### src/mdu_pkg.sv
`default_nettype none

package mdu_pkg;

    // one machine word, operand or HI/LO value
    typedef logic [31:0] word_t;

    // full product, or {remainder, quotient}
    typedef logic [63:0] dword_t;

    // restoring divider runs one iteration per quotient bit
    localparam int DIV_BITS = 32;

    // operations seen by the multiply-divide unit
    typedef enum logic [2:0] {
        MDU_NONE,
        // signed / unsigned multiply
        MULT,
        MULTU,
        // signed / unsigned divide
        DIV,
        DIVU,
        // direct register moves from the operand bus
        MTHI,
        MTLO
    } mdu_op_t;

endpackage

`default_nettype wire

### src/mdu_result_if.sv
`default_nettype none

interface mdu_result_if
    import mdu_pkg::*;
();

    // result halves
    word_t hi;
    word_t lo;
    // single-cycle write strobes, no back-pressure
    logic  hi_we;
    logic  lo_we;

    // sequencer side
    modport source (output hi, lo, hi_we, lo_we);

    // register pair side
    modport sink (input hi, lo, hi_we, lo_we);

endinterface

`default_nettype wire

### src/multiplier.sv
`default_nettype none

module multiplier
    import mdu_pkg::*;
#(
    parameter int MULT_STAGES = 3
) (
    input  logic   clk,
    input  word_t  a,
    input  word_t  b,
    input  logic   is_signed,
    output dword_t hilo
);

    // operands widened by one bit so a single signed multiply covers both modes
    logic signed [32:0] a_ext;
    logic signed [32:0] b_ext;
    // only the low 64 bits of the 66-bit product matter
    logic signed [63:0] prod;

    // product shift chain, one entry per stage
    dword_t pipe [MULT_STAGES];

    // sign bit for MULT, zero for MULTU
    assign a_ext = {is_signed & a[31], a};
    assign b_ext = {is_signed & b[31], b};

    // operands sign-extend to 64 bits in this context
    assign prod = a_ext * b_ext;

    // plain register chain, left for the synthesis tool to retime
    always_ff @(posedge clk) begin
        pipe[0] <= prod;
        for (int i = 1; i < MULT_STAGES; i++) begin
            // each stage holds its own product
            pipe[i] <= pipe[i-1];
        end
    end

    // fixed latency of MULT_STAGES edges
    assign hilo = pipe[MULT_STAGES-1];

endmodule

`default_nettype wire

### src/divider.sv
`default_nettype none

module divider
    import mdu_pkg::*;
(
    input  logic   clk,
    input  logic   resetn,
    input  logic   flush,
    input  logic   start,
    input  logic   is_signed,
    input  word_t  a,
    input  word_t  b,
    output dword_t hilo,
    output logic   done
);

    localparam int CNT_W = $clog2(DIV_BITS);

    typedef enum logic [1:0] {
        IDLE,
        RUN,
        FIXUP
    } state_t;

    state_t state;
    logic [CNT_W-1:0] step;

    // operand magnitudes at start
    word_t a_mag;
    word_t b_mag;

    // working registers
    word_t divisor;
    word_t rem;
    word_t quo;
    logic  neg_q;
    logic  neg_r;

    // one restoring step
    logic [32:0] rem_sh;
    logic [33:0] diff;
    logic        take;

    // two's complement magnitude for signed operands
    assign a_mag = (is_signed && a[31]) ? -a : a;
    assign b_mag = (is_signed && b[31]) ? -b : b;

    // shift next dividend bit into the partial remainder
    assign rem_sh = {rem, quo[31]};
    assign diff   = {1'b0, rem_sh} - {2'b0, divisor};
    // no borrow means the divisor fits
    assign take   = ~diff[33];

    // control, cleared by reset and by flush
    always_ff @(posedge clk) begin
        if (!resetn) begin
            state <= IDLE;
            step  <= '0;
            done  <= 1'b0;
        end else begin
            done <= 1'b0;
            if (flush) begin
                // abort, nothing reported
                state <= IDLE;
            end else begin
                case (state)
                    IDLE: begin
                        if (start) begin
                            state <= RUN;
                            step  <= '0;
                        end
                    end
                    RUN: begin
                        step <= step + CNT_W'(1);
                        // last quotient bit this cycle
                        if (step == CNT_W'(DIV_BITS - 1)) begin
                            state <= FIXUP;
                        end
                    end
                    FIXUP: begin
                        state <= IDLE;
                        done  <= 1'b1;
                    end
                    default: begin
                        state <= IDLE;
                    end
                endcase
            end
        end
    end

    // datapath
    always_ff @(posedge clk) begin
        case (state)
            IDLE: begin
                if (start) begin
                    divisor <= b_mag;
                    quo     <= a_mag;
                    rem     <= '0;
                    // quotient sign from both, remainder sign follows dividend
                    neg_q   <= is_signed & (a[31] ^ b[31]);
                    neg_r   <= is_signed & a[31];
                end
            end
            RUN: begin
                // divide by zero keeps taking, so quotient ends all ones
                rem <= take ? diff[31:0] : rem_sh[31:0];
                quo <= {quo[30:0], take};
            end
            FIXUP: begin
                hilo <= {neg_r ? -rem : rem, neg_q ? -quo : quo};
            end
            default: begin
                rem <= rem;
            end
        endcase
    end

endmodule

`default_nettype wire

### src/mult.sv
`default_nettype none

module mult
    import mdu_pkg::*;
#(
    parameter int MULT_STAGES = 3
) (
    input  logic         clk,
    input  logic         resetn,
    input  logic         flush,
    input  mdu_op_t      op,
    input  word_t        a,
    input  word_t        b,
    output logic         ok,
    mdu_result_if.source res
);

    localparam int CNT_W = $clog2(MULT_STAGES + 1);

    typedef enum logic {
        INIT,
        DOING
    } state_t;

    state_t state;
    state_t state_next;
    logic [CNT_W-1:0] counter;
    logic [CNT_W-1:0] counter_next;
    // kind of the operation in flight
    logic is_mul;
    logic is_mul_next;

    logic   op_mul;
    logic   op_div;
    logic   start;
    logic   finish;
    logic   wr;
    logic   div_done;
    dword_t hilo_m;
    dword_t hilo_d;
    dword_t hilo_sel;

    assign op_mul = (op == MULT) || (op == MULTU);
    assign op_div = (op == DIV) || (op == DIVU);

    // multiply ends on counter expiry, divide on the divider's done
    assign finish = (state == DOING) && (is_mul ? (counter == CNT_W'(1)) : div_done);

    // idle, or handing back the unit this very cycle
    assign ok = (state == INIT) || finish;

    // ops arriving while busy are dropped
    assign start = ok && (op_mul || op_div) && !flush;

    multiplier #(
        .MULT_STAGES(MULT_STAGES)
    ) u_multiplier (
        .clk,
        .a,
        .b,
        .is_signed(op == MULT),
        .hilo     (hilo_m)
    );

    divider u_divider (
        .clk,
        .resetn,
        .flush,
        .start    (start && op_div),
        .is_signed(op == DIV),
        .a,
        .b,
        .hilo     (hilo_d),
        .done     (div_done)
    );

    always_comb begin
        state_next   = state;
        counter_next = counter;
        is_mul_next  = is_mul;
        case (state)
            INIT: begin
                if (start) begin
                    state_next   = DOING;
                    is_mul_next  = op_mul;
                    counter_next = CNT_W'(MULT_STAGES);
                end
            end
            DOING: begin
                if (start) begin
                    // back-to-back op taken in the result cycle
                    is_mul_next  = op_mul;
                    counter_next = CNT_W'(MULT_STAGES);
                end else if (finish) begin
                    state_next = INIT;
                end else if (is_mul) begin
                    counter_next = counter - CNT_W'(1);
                end
            end
            default: begin
                state_next = INIT;
            end
        endcase
        // flush wins over everything
        if (flush) begin
            state_next = INIT;
        end
    end

    always_ff @(posedge clk) begin
        if (!resetn) begin
            state   <= INIT;
            counter <= '0;
            is_mul  <= 1'b0;
        end else begin
            state   <= state_next;
            counter <= counter_next;
            is_mul  <= is_mul_next;
        end
    end

    // pick the unit that just finished
    assign hilo_sel = is_mul ? hilo_m : hilo_d;

    // aborted operation writes nothing
    assign wr = finish && !flush;

    assign res.hi    = hilo_sel[63:32];
    assign res.lo    = hilo_sel[31:0];
    assign res.hi_we = wr;
    assign res.lo_we = wr;

endmodule

`default_nettype wire

### src/hilo_regs.sv
`default_nettype none

module hilo_regs
    import mdu_pkg::*;
(
    input  logic       clk,
    input  logic       resetn,
    input  mdu_op_t    op,
    input  word_t      a,
    mdu_result_if.sink res,
    output word_t      hi,
    output word_t      lo
);

    // move decode, independent of the sequencer's busy state
    logic mthi;
    logic mtlo;

    assign mthi = (op == MTHI);
    assign mtlo = (op == MTLO);

    // HI, move beats a result landing in the same cycle
    always_ff @(posedge clk) begin
        if (!resetn) begin
            hi <= '0;
        end else if (mthi) begin
            hi <= a;
        end else if (res.hi_we) begin
            hi <= res.hi;
        end
    end

    // LO, same priority
    always_ff @(posedge clk) begin
        if (!resetn) begin
            lo <= '0;
        end else if (mtlo) begin
            lo <= a;
        end else if (res.lo_we) begin
            lo <= res.lo;
        end
    end

endmodule

`default_nettype wire

### src/mdu_top.sv
`default_nettype none

module mdu_top
    import mdu_pkg::*;
#(
    parameter int MULT_STAGES = 3
) (
    input  logic    clk,
    input  logic    resetn,
    input  logic    flush,
    input  mdu_op_t op,
    input  word_t   a,
    input  word_t   b,
    output word_t   hi,
    output word_t   lo,
    output logic    ok
);

    // result path from sequencer to register pair
    mdu_result_if res_if ();

    // arithmetic sequencing, multiplier and divider
    mult #(
        .MULT_STAGES(MULT_STAGES)
    ) u_mult (
        .clk,
        .resetn,
        .flush,
        .op,
        .a,
        .b,
        .ok,
        .res(res_if.source)
    );

    // architectural HI/LO, also takes MTHI/MTLO
    hilo_regs u_hilo_regs (
        .clk,
        .resetn,
        .op,
        .a,
        .res(res_if.sink),
        .hi,
        .lo
    );

endmodule

`default_nettype wire

### config.mk
export PLATFORM = sky130hd
export DESIGN_NAME = mdu_top
export DESIGN_NICKNAME = d
export VERILOG_FILES = /design/src/mdu_pkg.sv /design/src/mdu_result_if.sv /design/src/multiplier.sv /design/src/divider.sv /design/src/mult.sv /design/src/hilo_regs.sv /design/src/mdu_top.sv
export SDC_FILE = /design/constraint.sdc
export NUM_CORES = 2
export LEC_CHECK = 0
export BUFFER_PORTS_ARGS = -buffer_cell sky130_fd_sc_hd__buf_2
export CELL_PAD_IN_SITES_DETAIL_PLACEMENT = 0
export CELL_PAD_IN_SITES_GLOBAL_PLACEMENT = 2
export CORE_MARGIN = 5
export CORE_UTILIZATION = 37
export DETAILED_ROUTE_END_ITERATION = 12
export PLACE_DENSITY_LB_ADDON = 0.1
export SETUP_SLACK_MARGIN = 0.3
export SLEW_MARGIN = 20
export SYNTH_ARGS = -nofsm -noshare
export SYNTH_HDL_FRONTEND = slang
export SYNTH_SLANG_ARGS = --single-unit
export TNS_END_PERCENT = 5
### constraint.sdc
create_clock -name clk -period 13.45 [get_ports clk]
set_input_delay 2.69 -clock clk [delete_from_list [all_inputs] [get_ports clk]]
set_output_delay 2.69 -clock clk [all_outputs]
set_load 0.01 [all_outputs]
==> key figures <==
Status
  • Status: complete, no violations

Logic synthesis
  • Part of the Yosys area used for sequential elements: 18.4%
  • Number of enable flip-flop cells after synthesis: 162
  • Syn Inst Count: 5869
  • Post-Syn Area: 55700 sq um
  • Ys Warns: 0
  • Top cells by count, synth: inv_1, fa_1, nand2_1, and2_1, dfxtp_1
  • Count leader, synth: inv_1
  • Synth top area share: 40.5%
  • Area contributors post-synth: fa_1, dfxtp_1, edfxtp_1
  • Syn Nets: 7317
  • Syn Area/Cell: 9.48 sq um
  • Ys async rst share: 0%
  • Synth area leader: fa_1
  • Synth cell types: 62
  • Top FF cell, synth: dfxtp_1
  • Synth Register Bits: 430

Floorplan
  • Core outline area: 150000 sq um
  • Die Area: 158000 sq um
  • Starting Density: 37.2%
  • IO Count: 135
  • Die Wd: 398 um
  • Die H: 398 um
  • Cell Rows: 142

Worst setup path
  • CP max stage cell: and2_1
  • Nature of the critical path startpoint: input pin
  • CP Class: in -> reg
  • CP arrival: 11.90 ns
  • Critical path origin: op[2]
  • Most used cell, CP: fa_1
  • Crit path capture type: register
  • Delay-heaviest family, CP: adder cells
  • R2r setup slk: 9.30 ns
  • Worst Path Buf+Inv: 7
  • Max FO, Critical Path: 12
  • Crit Reg-Reg Startpoint: u_mult.u_divider.divisor[1]
  • Critical path depth: 29
  • CP required: 13.95 ns
  • Worst path max stage delay: 0.68 ns
  • Worst Reg2Reg Path Length in Cells: 13

Finish
  • Utilization after layout: 39.9%
  • Fraction of layout cells with a size suffix above 1: 5.69%
  • FILL cells: 15159
  • Layout area overhead: 7.24%
  • Layout Nets: 7249
  • Finished Layout Cells: 7851
  • Final instance area: 59700 sq um

Place
  • DP Cell Count: 7775
  • DP HPWL: 149000 um
  • DP Area: 58400 sq um
  • RD Place Congestion: 0.848
  • Number of port buffers: 134

Global route
  • Global-route wire length before repair: 286000 um
  • Vias in the first global route: 41931
  • Largest net degree at the start of global routing: 97
  • Antenna violations before repair: 27
  • GRT overflow: 0
  • Total GRT Usage: 24.5%

Clock tree
  • Clock buffer count from CTS: 40
  • H-Tree Depth: 2
  • Post-CTS Setup Repair Bufs: 0
  • Worst skew pair latency: 0.58 ns
  • Clk buf depth: 3
  • Hold_buf cts: 0
  • CTS root buf: clkbuf_16
  • Clk slew on worst S/H paths: 0.07 ns
  • CTS tree: done
  • Clock net sink count: 430
  • Resized cells post-CTS: 0

Route
  • Vias: 39156
  • # DRC: 0
  • DR iter-0 viols: 3051
  • Drt pass-1 iters: 5
  • ANT nets after route: 0
  • Avg WL per Cell: 24.3 um
  • Final wirelength: 191000 um
  • Vias per cell: 4.99

STA
  • Final Hold Vio Count: 0
  • Tcrit/Tclk final: 84.7%
  • Final setup viols: 0
  • RSZ-0062 raised after global routing: false
  • Min Tclk post-route: 11.39 ns
  • Max-slew headroom: 24.9%
  • Worst Tran Pin Value: 1.12 ns
  • Max Clk Rate: 87.8 MHz
  • Final Skew: 0.0326 ns
  • Final Max Slew Viols: 0
  • Setup_tns: 0 ns

Hold path
  • Worst Hold Path Cells: 0
  • Hold_sp: u_mult.u_multiplier.pipe[0][77]
  • Hold Path Class: reg -> reg

Flow run
  • MaxCap Viol Count: 0
[state kept, by name (all words and copies together) (netlist names)]
register	cells
u_mult.u_multiplier.pipe	192
u_mult.u_divider.hilo	64
u_hilo_regs.hi	32
u_hilo_regs.lo	32
u_mult.u_divider.divisor	32
u_mult.u_divider.quo	32
u_mult.u_divider.rem	32
u_mult.u_divider.step	5
u_mult.counter	2
u_mult.u_divider.state	2
u_mult.is_mul	1
u_mult.state	1
u_mult.u_divider.done	1
u_mult.u_divider.neg_q	1
u_mult.u_divider.neg_r	1
[layout make-up]
cell class                 instances  area [sq um]  share of cell area [%]
multi-input combinational       3892         39700                    66.4
sequential                       430         10200                    17.1
inverter                        1204          4520                    7.57
tap                             2016          2520                    4.23
timing repair buffer             233          1430                    2.39
clock buffer                      58          1160                    1.95
clock inverter                    16           164                   0.275
antenna                            2          5.00                 0.00839
[cell families after synthesis]
kind of cell	after synthesis	share of synthesized area, %
AO/OA/AOI/OAI	546	6.13
XOR/XNOR	220	3.46
adder cells (fa/ha/maj)	1378	46.2
buffers and inverters	1547	10.4
flip-flops	430	18.4
multiplexers	85	1.53
AND/OR/NAND/NOR	1663	13.9
[layer usage]
| metal | part of all wire (%) | wire, um | up-vias | track usage (%) |
|---|---|---|---|---|
| met4 | 1.0 | 1950 | 0 | 2.84 |
| met2 | 44 | 83700 | 1053 | 37.9 |
| met3 | 5.7 | 10900 | 107 | 2.77 |
| met5 | 0 | 0 | - | 0 |
| met1 | 49 | 94300 | 20470 | 38.0 |
| li1 | - | - | 17526 | - |
[final timing paths]
| check | to |
|---|---|
| max | u_mult.u_multiplier.pipe[0][63] |
| min | u_mult.u_multiplier.pipe[0][141] |
| max reg2reg | u_mult.u_divider.rem[6] |
| min reg2reg | u_mult.u_multiplier.pipe[0][141] |
[metrics by stage]
stage	hold WS, ns	setup slack [ns]
global placement	0.310	1.40
CTS	0.320	2.07
global route	0.329	1.66
detailed placement	0.312	1.44
floorplan	0.310	2.70
finish	0.317	2.06
[layout by cell type, fill, tap and decap left out, types with 15 or more instances in the layout]
cell type	count
o21ai_0	122
nand2b_1	20
o21a_1	16
nor2_1	226
a21oi_1	180
dfxtp_1	267
xor2_1	52
and2_1	324
o31ai_1	29
o21bai_1	15
clkbuf_16	42
edfxtp_1	162
nor3_1	23
xnor2_1	168
nor2b_1	65
fa_1	1126
and3_1	28
ha_1	252
nand3_1	33
buf_2	134
buf_4	98
a31oi_1	15
inv_1	1203
a211oi_1	78
nand2_1	849
or4_1	15
a21o_1	29
mux2i_1	85
Power is left out: the tool's default activity adds up to more than one toggle a clock period on the data nets, which glitch-free logic cannot reach.
